File: config.mk
export PLATFORM = sky130hd
export DESIGN_NAME = ooo_dispatch_top
export DESIGN_NICKNAME = d
export VERILOG_FILES = /design/src/verilog/ooo_pkg.sv /design/src/verilog/map_table.sv /design/src/verilog/arch_regfile.sv /design/src/verilog/dispatcher.sv /design/src/verilog/reservation_station.sv /design/src/verilog/alu_unit.sv /design/src/verilog/reorder_buffer.sv /design/src/verilog/ooo_dispatch_top.sv
export VERILOG_INCLUDE_DIRS = /design/src /design/src/include
export SDC_FILE = /design/constraint.sdc
export NUM_CORES = 2
export LEC_CHECK = 0
export ABC_AREA = 0
export BUFFER_PORTS_ARGS = -buffer_cell sky130_fd_sc_hd__buf_2
export CORE_ASPECT_RATIO = 0.7
export CORE_MARGIN = 2
export CORE_UTILIZATION = 55
export CTS_BUF_LIST = sky130_fd_sc_hd__clkbuf_8
export CTS_CLUSTER_SIZE = 12
export DETAILED_ROUTE_END_ITERATION = 16
export PLACE_DENSITY = 0.78
export SLEW_MARGIN = 25
export SYNTH_ARGS = -nofsm -noshare
export SYNTH_HDL_FRONTEND = slang
export SYNTH_SLANG_ARGS = --single-unit
File: constraint.sdc
create_clock -name clk -period 12.4 [get_ports clk]
set_input_delay 0.62 -clock clk [delete_from_list [all_inputs] [get_ports clk]]
set_output_delay 0.62 -clock clk [all_outputs]
set_load 0.02 [all_outputs]
File: src/include/ooo_consts.svh
`ifndef OOO_CONSTS_SVH
`define OOO_CONSTS_SVH

`define XLEN         32
`define REG_NUM      8
`define REG_ADDR_LEN 3
`define ROB_SIZE     8
`define ROB_TAG_LEN  3
`define RS_SIZE      4

// alu op codes
`define OP_LI  3'd0
`define OP_ADD 3'd1
`define OP_SUB 3'd2
`define OP_AND 3'd3
`define OP_XOR 3'd4

`endif

File: src/verilog/ooo_pkg.sv
`include "ooo_consts.svh"

package ooo_pkg;

   typedef struct packed {
      logic [2:0]                 op;
      logic [`REG_ADDR_LEN-1:0]   dest;
      logic [`REG_ADDR_LEN-1:0]   src1;
      logic [`REG_ADDR_LEN-1:0]   src2;
      logic [`XLEN-1:0]           imm;
   } dispatch_insn_t;

   // rename state of one architectural register
   typedef struct packed {
      logic                       busy;
      logic                       result_ready; // producer has broadcast, value sits in rob
      logic [`ROB_TAG_LEN-1:0]    rob_tag;
   } src_state_t;

   typedef struct packed {
      logic                       ready;
      logic [`ROB_TAG_LEN-1:0]    tag;   // producer tag while not ready
      logic [`XLEN-1:0]           value;
   } src_operand_t;

   typedef struct packed {
      logic [2:0]                 op;
      logic [`ROB_TAG_LEN-1:0]    tag_dest;
      src_operand_t               src1;
      src_operand_t               src2;
   } rs_entry_t;

   typedef struct packed {
      logic [`REG_ADDR_LEN-1:0]   dest;
      logic [`ROB_TAG_LEN-1:0]    tag;
   } rob_alloc_t;

   typedef struct packed {
      logic [2:0]                 op;
      logic [`ROB_TAG_LEN-1:0]    tag_dest;
      logic [`XLEN-1:0]           value1;
      logic [`XLEN-1:0]           value2;
   } issue_t;

   typedef struct packed {
      logic                       valid;
      logic [`ROB_TAG_LEN-1:0]    tag;
      logic [`XLEN-1:0]           value;
   } cdb_t;

   typedef struct packed {
      logic                       valid;
      logic [`REG_ADDR_LEN-1:0]   dest;
      logic [`ROB_TAG_LEN-1:0]    tag;
      logic [`XLEN-1:0]           value;
   } commit_t;

endpackage

File: src/verilog/map_table.sv
`timescale 1ns/1ps
`include "ooo_consts.svh"

module map_table (
   input  logic                      clk,
   input  logic                      reset,
   input  logic                      rename_valid,
   input  logic [`REG_ADDR_LEN-1:0]  rename_dest,
   input  logic [`ROB_TAG_LEN-1:0]   rename_tag,
   input  logic [`REG_ADDR_LEN-1:0]  src1_addr,
   input  logic [`REG_ADDR_LEN-1:0]  src2_addr,
   output ooo_pkg::src_state_t       src1_state,
   output ooo_pkg::src_state_t       src2_state,
   input  ooo_pkg::cdb_t             cdb,
   input  ooo_pkg::commit_t          commit
);
   import ooo_pkg::*;

   src_state_t map [`REG_NUM];

   assign src1_state = map[src1_addr];
   assign src2_state = map[src2_addr];

   always_ff @(posedge clk) begin
      if (reset) begin
         for (int i = 0; i < `REG_NUM; i++) begin
            map[i] <= '0;
         end
      end else begin
         // r0 is skipped, it never gets renamed
         for (int i = 1; i < `REG_NUM; i++) begin
            if (cdb.valid && map[i].busy && map[i].rob_tag == cdb.tag) begin
               map[i].result_ready <= 1'b1;
            end
         end
         // only the latest producer may release the register
         if (commit.valid && map[commit.dest].busy && map[commit.dest].rob_tag == commit.tag) begin
            map[commit.dest].busy <= 1'b0;
         end
         if (rename_valid && rename_dest != '0) begin // newer rename overrides commit
            map[rename_dest].busy         <= 1'b1;
            map[rename_dest].result_ready <= 1'b0;
            map[rename_dest].rob_tag      <= rename_tag;
         end
      end
   end

   r0_never_busy: assert property (@(posedge clk) disable iff (reset) !map[0].busy);

endmodule

File: src/verilog/arch_regfile.sv
`timescale 1ns/1ps
`include "ooo_consts.svh"

module arch_regfile (
   input  logic                      clk,
   input  logic                      reset,
   input  ooo_pkg::commit_t          commit,
   input  logic [`REG_ADDR_LEN-1:0]  read_addr1,
   input  logic [`REG_ADDR_LEN-1:0]  read_addr2,
   output logic [`XLEN-1:0]          read_data1,
   output logic [`XLEN-1:0]          read_data2
);

   logic [`XLEN-1:0] regs [`REG_NUM];

   always_ff @(posedge clk) begin
      if (reset) begin
         for (int i = 0; i < `REG_NUM; i++) begin
            regs[i] <= '0;
         end
      end else if (commit.valid && commit.dest != '0) begin // r0 stays zero
         regs[commit.dest] <= commit.value;
      end
   end

   assign read_data1 = regs[read_addr1];
   assign read_data2 = regs[read_addr2];

endmodule

File: src/verilog/dispatcher.sv
`timescale 1ns/1ps
`include "ooo_consts.svh"

module dispatcher (
   input  logic                      clk,
   input  logic                      reset,
   input  logic                      insn_req,
   input  ooo_pkg::dispatch_insn_t   insn,
   output logic                      insn_ack,
   input  ooo_pkg::src_state_t       src1_state,
   input  ooo_pkg::src_state_t       src2_state,
   output logic [`REG_ADDR_LEN-1:0]  reg_read_addr1,
   output logic [`REG_ADDR_LEN-1:0]  reg_read_addr2,
   input  logic [`XLEN-1:0]          reg_read_data1,
   input  logic [`XLEN-1:0]          reg_read_data2,
   output logic [`ROB_TAG_LEN-1:0]   rob_read_tag1,
   output logic [`ROB_TAG_LEN-1:0]   rob_read_tag2,
   input  logic [`XLEN-1:0]          rob_read_value1,
   input  logic [`XLEN-1:0]          rob_read_value2,
   input  logic [`ROB_TAG_LEN-1:0]   rob_tail_tag,
   input  logic                      rob_full,
   input  logic                      rs_full,
   output logic                      rename_valid,
   output logic [`REG_ADDR_LEN-1:0]  rename_dest,
   output logic [`ROB_TAG_LEN-1:0]   rename_tag,
   output logic                      rs_write,
   output ooo_pkg::rs_entry_t        rs_entry,
   output logic                      rob_write,
   output ooo_pkg::rob_alloc_t       rob_alloc
);
   import ooo_pkg::*;

   logic accept;

   // regfile, rob result or wait on the producer tag
   function automatic src_operand_t resolve(input src_state_t st,
                                            input logic [`XLEN-1:0] reg_value,
                                            input logic [`XLEN-1:0] rob_value);
      src_operand_t opnd;
      opnd.tag   = st.rob_tag;
      opnd.ready = !st.busy || st.result_ready;
      if (!st.busy)
         opnd.value = reg_value;
      else if (st.result_ready)
         opnd.value = rob_value;
      else
         opnd.value = '0;
      return opnd;
   endfunction

   assign accept = insn_req && !insn_ack && !rs_full && !rob_full;

   always_ff @(posedge clk) begin
      if (reset)
         insn_ack <= 1'b0;
      else if (accept)
         insn_ack <= 1'b1;
      else if (insn_ack && !insn_req) // requester has let go
         insn_ack <= 1'b0;
   end

   assign reg_read_addr1 = insn.src1;
   assign reg_read_addr2 = insn.src2;
   assign rob_read_tag1  = src1_state.rob_tag;
   assign rob_read_tag2  = src2_state.rob_tag;

   assign rename_valid = accept;
   assign rename_dest  = insn.dest;
   assign rename_tag   = rob_tail_tag;

   always_comb begin
      rs_entry.op       = insn.op;
      rs_entry.tag_dest = rob_tail_tag;
      if (insn.op == `OP_LI) begin // immediate rides in src1
         rs_entry.src1 = '{ready: 1'b1, tag: '0, value: insn.imm};
         rs_entry.src2 = '{ready: 1'b1, tag: '0, value: '0};
      end else begin
         rs_entry.src1 = resolve(src1_state, reg_read_data1, rob_read_value1);
         rs_entry.src2 = resolve(src2_state, reg_read_data2, rob_read_value2);
      end
   end

   assign rs_write       = accept;
   assign rob_write      = accept;
   assign rob_alloc.dest = insn.dest;
   assign rob_alloc.tag  = rob_tail_tag;

endmodule

File: src/verilog/reservation_station.sv
`timescale 1ns/1ps
`include "ooo_consts.svh"

module reservation_station (
   input  logic                 clk,
   input  logic                 reset,
   input  logic                 rs_write,
   input  ooo_pkg::rs_entry_t   rs_entry,
   output logic                 rs_full,
   input  ooo_pkg::cdb_t        cdb,
   output logic                 issue_req,
   output ooo_pkg::issue_t      issue,
   input  logic                 issue_ack
);
   import ooo_pkg::*;

   localparam int SLOT_W = $clog2(`RS_SIZE);

   rs_entry_t                entry [`RS_SIZE];
   logic [`RS_SIZE-1:0]      valid;
   logic [`RS_SIZE-1:0]      older [`RS_SIZE]; // older[i][j] set when i came before j
   logic [`RS_SIZE-1:0]      ready_vec;
   logic [`RS_SIZE-1:0]      oldest;
   logic [SLOT_W-1:0]        free_slot;
   logic [SLOT_W-1:0]        sel_slot;
   logic [SLOT_W-1:0]        issue_slot;
   logic                     sel_valid;

   // pick up a matching broadcast
   function automatic src_operand_t wake(input src_operand_t opnd, input cdb_t bus);
      src_operand_t res;
      res = opnd;
      if (!opnd.ready && bus.valid && bus.tag == opnd.tag) begin
         res.ready = 1'b1;
         res.value = bus.value;
      end
      return res;
   endfunction

   assign rs_full = &valid;

   always_comb begin
      free_slot = '0;
      sel_slot  = '0;
      for (int i = `RS_SIZE - 1; i >= 0; i--) begin
         if (!valid[i])
            free_slot = SLOT_W'(i); // lowest empty slot
      end
      for (int i = 0; i < `RS_SIZE; i++) begin
         ready_vec[i] = valid[i] && entry[i].src1.ready && entry[i].src2.ready;
      end
      for (int i = 0; i < `RS_SIZE; i++) begin
         oldest[i] = ready_vec[i];
         for (int j = 0; j < `RS_SIZE; j++) begin
            if (j != i && ready_vec[j] && older[j][i])
               oldest[i] = 1'b0;
         end
         if (oldest[i])
            sel_slot = SLOT_W'(i);
      end
      sel_valid = |ready_vec;
   end

   always_ff @(posedge clk) begin
      if (reset) begin
         valid     <= '0;
         issue_req <= 1'b0;
      end else begin
         for (int i = 0; i < `RS_SIZE; i++) begin
            if (valid[i]) begin
               entry[i].src1 <= wake(entry[i].src1, cdb);
               entry[i].src2 <= wake(entry[i].src2, cdb);
            end
         end
         if (issue_req && issue_ack) begin
            issue_req         <= 1'b0;
            valid[issue_slot] <= 1'b0;
         end else if (!issue_req && !issue_ack && sel_valid) begin // alu idle
            issue_req      <= 1'b1;
            issue_slot     <= sel_slot;
            issue.op       <= entry[sel_slot].op;
            issue.tag_dest <= entry[sel_slot].tag_dest;
            issue.value1   <= entry[sel_slot].src1.value;
            issue.value2   <= entry[sel_slot].src2.value;
         end
         if (rs_write) begin
            entry[free_slot].op       <= rs_entry.op;
            entry[free_slot].tag_dest <= rs_entry.tag_dest;
            entry[free_slot].src1     <= wake(rs_entry.src1, cdb);
            entry[free_slot].src2     <= wake(rs_entry.src2, cdb);
            valid[free_slot]          <= 1'b1;
            for (int j = 0; j < `RS_SIZE; j++) begin
               older[free_slot][j] <= 1'b0; // new entry is youngest
               if (j != free_slot)
                  older[j][free_slot] <= 1'b1;
            end
         end
      end
   end

   issue_stable: assert property (@(posedge clk) disable iff (reset)
      issue_req && !issue_ack |=> $stable(issue));

endmodule

File: src/verilog/alu_unit.sv
`timescale 1ns/1ps
`include "ooo_consts.svh"

module alu_unit (
   input  logic              clk,
   input  logic              reset,
   input  logic              issue_req,
   input  ooo_pkg::issue_t   issue,
   output logic              issue_ack,
   output ooo_pkg::cdb_t     cdb
);

   logic [`XLEN-1:0] result;

   always_comb begin
      case (issue.op)
         `OP_LI:  result = issue.value1;
         `OP_ADD: result = issue.value1 + issue.value2;
         `OP_SUB: result = issue.value1 - issue.value2;
         `OP_AND: result = issue.value1 & issue.value2;
         `OP_XOR: result = issue.value1 ^ issue.value2;
         default: result = '0;
      endcase
   end

   always_ff @(posedge clk) begin
      if (reset) begin
         issue_ack <= 1'b0;
         cdb.valid <= 1'b0;
      end else begin
         cdb.valid <= 1'b0; // single cycle broadcast
         if (issue_req && !issue_ack) begin
            issue_ack <= 1'b1;
            cdb.valid <= 1'b1;
            cdb.tag   <= issue.tag_dest;
            cdb.value <= result;
         end else if (!issue_req && issue_ack) begin
            issue_ack <= 1'b0;
         end
      end
   end

endmodule

File: src/verilog/reorder_buffer.sv
`timescale 1ns/1ps
`include "ooo_consts.svh"

module reorder_buffer (
   input  logic                      clk,
   input  logic                      reset,
   input  logic                      rob_write,
   input  ooo_pkg::rob_alloc_t       rob_alloc,
   output logic [`ROB_TAG_LEN-1:0]   rob_tail_tag,
   output logic                      rob_full,
   input  ooo_pkg::cdb_t             cdb,
   input  logic [`ROB_TAG_LEN-1:0]   rob_read_tag1,
   input  logic [`ROB_TAG_LEN-1:0]   rob_read_tag2,
   output logic [`XLEN-1:0]          rob_read_value1,
   output logic [`XLEN-1:0]          rob_read_value2,
   output ooo_pkg::commit_t          commit
);

   logic [`REG_ADDR_LEN-1:0]  dest  [`ROB_SIZE];
   logic [`XLEN-1:0]          value [`ROB_SIZE];
   logic [`ROB_SIZE-1:0]      done;
   logic [`ROB_TAG_LEN-1:0]   head;
   logic [`ROB_TAG_LEN-1:0]   tail;
   logic [`ROB_TAG_LEN:0]     count;
   logic                      retire;

   assign retire       = (count != '0) && done[head];
   assign rob_full     = (count == `ROB_SIZE);
   assign rob_tail_tag = tail;

   // forwarding for results that have not committed yet
   assign rob_read_value1 = value[rob_read_tag1];
   assign rob_read_value2 = value[rob_read_tag2];

   always_ff @(posedge clk) begin
      if (reset) begin
         head         <= '0;
         tail         <= '0;
         count        <= '0;
         done         <= '0;
         commit.valid <= 1'b0;
      end else begin
         commit.valid <= retire;
         if (retire) begin
            commit.dest  <= dest[head];
            commit.tag   <= head;
            commit.value <= value[head];
            done[head]   <= 1'b0;
            head         <= head + 1'b1; // wraps with the tag width
         end
         if (cdb.valid) begin
            done[cdb.tag]  <= 1'b1;
            value[cdb.tag] <= cdb.value;
         end
         if (rob_write) begin
            dest[rob_alloc.tag] <= rob_alloc.dest;
            done[rob_alloc.tag] <= 1'b0;
            tail                <= tail + 1'b1;
         end
         case ({rob_write, retire})
            2'b10:   count <= count + 1'b1;
            2'b01:   count <= count - 1'b1;
            default: count <= count;
         endcase
      end
   end

   no_write_when_full: assert property (@(posedge clk) disable iff (reset)
      rob_full |-> !rob_write);

endmodule

File: src/verilog/ooo_dispatch_top.sv
`timescale 1ns/1ps
`include "ooo_consts.svh"

module ooo_dispatch_top (
   input  logic                      clk,
   input  logic                      reset,
   input  logic                      insn_req,
   input  ooo_pkg::dispatch_insn_t   insn,
   output logic                      insn_ack,
   output ooo_pkg::commit_t          commit
);
   import ooo_pkg::*;

   src_state_t                src1_state, src2_state;
   logic [`REG_ADDR_LEN-1:0]  reg_read_addr1, reg_read_addr2;
   logic [`XLEN-1:0]          reg_read_data1, reg_read_data2;
   logic [`ROB_TAG_LEN-1:0]   rob_read_tag1, rob_read_tag2;
   logic [`XLEN-1:0]          rob_read_value1, rob_read_value2;
   logic [`ROB_TAG_LEN-1:0]   rob_tail_tag;
   logic                      rob_full, rs_full;
   logic                      rename_valid;
   logic [`REG_ADDR_LEN-1:0]  rename_dest;
   logic [`ROB_TAG_LEN-1:0]   rename_tag;
   logic                      rs_write, rob_write;
   rs_entry_t                 rs_entry;
   rob_alloc_t                rob_alloc;
   logic                      issue_req, issue_ack;
   issue_t                    issue;
   cdb_t                      cdb;

   map_table i_map_table (
      .clk, .reset, .rename_valid, .rename_dest, .rename_tag,
      .src1_addr (insn.src1), .src2_addr (insn.src2),
      .src1_state, .src2_state, .cdb, .commit
   );

   arch_regfile i_arch_regfile (
      .clk, .reset, .commit,
      .read_addr1 (reg_read_addr1), .read_addr2 (reg_read_addr2),
      .read_data1 (reg_read_data1), .read_data2 (reg_read_data2)
   );

   dispatcher i_dispatcher (.*);

   reservation_station i_reservation_station (
      .clk, .reset, .rs_write, .rs_entry, .rs_full, .cdb,
      .issue_req, .issue, .issue_ack
   );

   alu_unit i_alu_unit (.clk, .reset, .issue_req, .issue, .issue_ack, .cdb);

   reorder_buffer i_reorder_buffer (
      .clk, .reset, .rob_write, .rob_alloc, .rob_tail_tag, .rob_full, .cdb,
      .rob_read_tag1, .rob_read_tag2, .rob_read_value1, .rob_read_value2, .commit
   );

endmodule

==> results_dict.tcl <==
set metrics [dict create \
    endpoint_kind "register" \
    routabilityCongestion 0.902 \
    cp_cell_sequence "or3_1 -> nor3_1 -> nand2_1 -> or2_2 -> o41ai_1 -> xor2_1 -> ha_1 -> a221oi_1 -> o21ai_1 -> a211o_1 -> nor3b_1 -> o21ai_1 -> a221o_1 -> a211o_1 -> a21oi_1 -> xnor2_1 -> a221o_1" \
    coreArea_um2 100000 \
    crit_path_start_kind "register" \
    critPathRequiredTime_ps 13020 \
    grt.total_usage_pct 30.1 \
    synth_top_family_by_area "multiplexers" \
    timing.fmax_mhz 186 \
    cts_made_buffers 156 \
    synthAdderAreaFrac_pct 1.70 \
    yosysWarnings 0 \
    synthXorXnorAreaFrac_pct 1.83 \
    setup_tns_ps 0 \
    clock_latency_ps 900 \
    drive_gt1_share_pct 22.1 \
    worst-path-max-fanout 8 \
    path_buf_inv 0 \
    yosysSeqAreaShare_pct 56.9 \
    dp_worst_setup_slack_ps 7100 \
    nets 4434 \
    rows 97 \
    status "finished, final reports clean" \
    grt.overflow.total 0 \
    cp.arrival_ps 6010 \
    register_area_um2 31600 \
    synthArstFlopShare_pct 0 \
    synth_simple_gate_area_share_pct 12.3 \
    start_util_pct 55.5 \
    syn_area_per_cell_um2 13.0 \
    grt_max_degree 83 \
    seqPwrFrac_pct 53.7 \
    ir_drop_v 0.000114 \
    cts_root_buffer "clkbuf_8" \
    nFillCells 7565 \
    synthMuxAreaShare_pct 17.2 \
    fp.dieH_um 270 \
    ant_nets 0 \
    synthCells 4260 \
    area_growth_pct 8.50 \
    clockPowerShare_pct 36.2 \
    setup_violations 0 \
    io_buffers 86 \
    rsz0062_at_grt "no" \
    grt_pass1_wl_mm 234 \
    ys.flop_type "edfxtp_1" \
    die_w_um 384 \
    fin_crit_sh_pct 43.4 \
    synthDistinctLibCells 80 \
    power.share.switching_pct 25.8 \
    cts_sinks 1068 \
    setup_ws_ps 7020 \
    cpPeakStageDelay_ps 470 \
    grt.busiest_layer "met1" \
    wl_per_cell_um 27.2 \
    htreeDepth 4 \
    drc_errors 0 \
    synth_compound_area_share_pct 7.53 \
    drv_cap 0 \
    worst_slew_pin_slew_ps 1060 \
    antenna_found_initial 3 \
    use_met3_pct 6.61 \
    first_pass_iters 10 \
    avgViaCountPerCell 6.72 \
    met2_usage_pct 43.4 \
    hold_class "in -> reg" \
    met1_usage_pct 44.1 \
    synth_edf_count 1017 \
    worst_slew_margin_rel_pct 28.4 \
    path_delay_family "compound AO/OA/AOI/OAI gates" \
    critPathSlowestCell "or3_1" \
    clockBufferDepth 3 \
    crit_type "reg -> reg" \
    power.internal_mw 5.59 \
    hpwlAfterDp_mm 94.5 \
    slew_viol_final 0 \
    p_comb_share_pct 10.1 \
    p_switching_mw 1.95 \
    ios 87 \
    multi_input_area_um2 22900 \
    leakagePower_nw 20.9 \
    tritoncts "yes" \
    clk_pin_slew_worst_paths_ps 80 \
    drtIter0Drc 5628 \
    cellPowerDensity_nw_per_um2 125 \
    period_minus_slack_ps 5380 \
    netlist_area_um2 55500 \
    drt_wl_total_mm 157 \
    vias 38700 \
    synth-seq-cells 1068 \
    grt_pass1_vias 37300 \
    finalHoldViolCount 0 \
    dieArea_um2 104000 \
    clock_skew_ps 46.2 \
]
## routing by layer
metal	vias up	wire length, um
li1	16400	-
met1	19100	61300
met2	2828	69600
met3	390	19900
met4	2	6030
met5	-	13
## worst reg2reg max path: cells and delay by family, from the launching register on
kind | cells | cell delay, ps
XOR/XNOR | 2 | 210
AND/OR/NAND/NOR | 5 | 1630
adder cells (fa/ha/maj) | 1 | 400
AO/OA/AOI/OAI | 9 | 2420
flip-flops | 1 | 460
## layout by cell type (no fill, tap or decap), types with 13 or more instances in the layout
| cell type | n |
|---|---|
| inv_1 | 66 |
| ha_1 | 72 |
| o221ai_1 | 21 |
| buf_2 | 81 |
| o2111ai_1 | 33 |
| conb_1 | 35 |
| o21ai_0 | 47 |
| a31oi_1 | 139 |
| a211oi_1 | 39 |
| a311oi_1 | 31 |
| dfxtp_1 | 48 |
| nand3_1 | 143 |
| edfxtp_1 | 1017 |
| nand2_1 | 716 |
| o31ai_1 | 15 |
| mux2_2 | 287 |
| nand3b_1 | 13 |
| o311ai_1 | 17 |
| and2_1 | 281 |
| and3_1 | 47 |
| clkbuf_8 | 168 |
| nor2b_1 | 13 |
| buf_4 | 81 |
| xor2_1 | 64 |
| nor2_1 | 84 |
| mux2i_1 | 101 |
| o311ai_0 | 16 |
| clkinv_2 | 25 |
| nand2b_1 | 16 |
| a21oi_1 | 59 |
| o22ai_1 | 102 |
| clkinv_1 | 23 |
| mux4_2 | 226 |
| xnor2_1 | 52 |
## Yosys cell counts, types with 21 or more instances
| cell type | instances | share of area (%) |
|---|---|---|
| edfxtp_1 | 1017 | 55 |
| nand2_1 | 718 | 4.9 |
| mux2_2 | 289 | 5.9 |
| and2_1 | 287 | 3.2 |
| mux4_2 | 226 | 9.2 |
| clkbuf_1 | 199 | 1.3 |
| nand3_1 | 143 | 1.3 |
| a31oi_1 | 139 | 1.6 |
| mux2i_1 | 102 | 1.8 |
| o22ai_1 | 102 | 1.1 |
| nor2_1 | 92 | 0.62 |
| ha_1 | 72 | 1.6 |
| xor2_1 | 64 | 1.0 |
| a21oi_1 | 61 | 0.55 |
| xnor2_1 | 52 | 0.82 |
| dfxtp_1 | 51 | 1.8 |
| o21ai_0 | 50 | 0.45 |
| and3_1 | 47 | 0.53 |
| buf_2 | 47 | 0.42 |
| a211oi_1 | 39 | 0.53 |
| buf_1 | 36 | 0.24 |
| o2111ai_1 | 33 | 0.52 |
| a311oi_1 | 31 | 0.49 |
| o311ai_0 | 28 | 0.44 |
| inv_1 | 25 | 0.17 |
| nor3_1 | 21 | 0.19 |
| o221ai_1 | 21 | 0.33 |
## cell type report
cell class | count | area share, %
Sequential cell | 1068 | 52.4
Multi-Input combinational cell | 2889 | 38.0
Clock buffer | 168 | 3.84
Tap cell | 1336 | 2.78
Timing Repair Buffer | 171 | 1.90
Clock inverter | 100 | 0.902
Inverter | 27 | 0.168
Antenna cell | 2 | 0.00831
## worst paths after layout
kind	startpoint	endpoint	depth (start not counted)	slack, ps
worst min register to register	i_reservation_station.issue[65]	i_alu_unit.cdb[33]	0	430
worst max-delay path	i_reservation_station.issue[2]	i_alu_unit.cdb[30]	17	7020
worst max register to register	i_reservation_station.issue[2]	i_alu_unit.cdb[30]	17	7020
worst min-delay path	insn[39]	i_reorder_buffer.dest[0][1]	1	120
## power by group through the flow
stage	registers, mW	clock network, mW	logic, mW
finish	4.05	2.73	0.760
global route	4.06	2.90	0.797
CTS	4.05	2.74	0.736
detailed placement	4.13	0	0.731
global placement	4.12	0	0.711
floorplan	4.10	0	0.502
## logic make-up (layout without fill, tap and decap cells)
family	Yosys count	after routing
AND/OR/NAND/NOR	1430	1430
XOR/XNOR	116	116
multiplexers	629	629
AO/OA/AOI/OAI	605	605
buffers and inverters	337	466
adder cells (fa/ha/maj)	74	74
other	1	37
flip-flops	1068	1068
## timing repair
action / CTS / global route
hold buffers: 4 / 0
endpoints found under the setup margin: 0 / 0
hold endpoints to repair: 13 / 0
setup buffers: 0 / 0
resized for setup: 0 / 0
## registers in the layout, indices dropped and copies added (netlist names), 8 cells and up
register / count
i_reservation_station.entry: 312
i_arch_regfile.regs: 256
i_reorder_buffer.value: 256
i_reservation_station.issue: 70
i_map_table.map: 39
i_reorder_buffer.commit: 39
i_alu_unit.cdb: 36
i_reorder_buffer.dest: 24
i_reservation_station.older: 9
i_reorder_buffer.done: 8
## through the flow
step	utilization [%]	instances	hold WS, ps	power, mW	area (um2)
after global routing	60.2	5761	112	7.75	60200
final	60.2	5761	116	7.54	60200
after detailed placement	57.3	5487	407	4.86	57300
after floorplan	-	4294	400	4.61	55600
after global placement	57.2	5483	405	4.83	57200
after CTS	60.2	5759	49.4	7.53	60200
(Power assumes the default switching activity.)
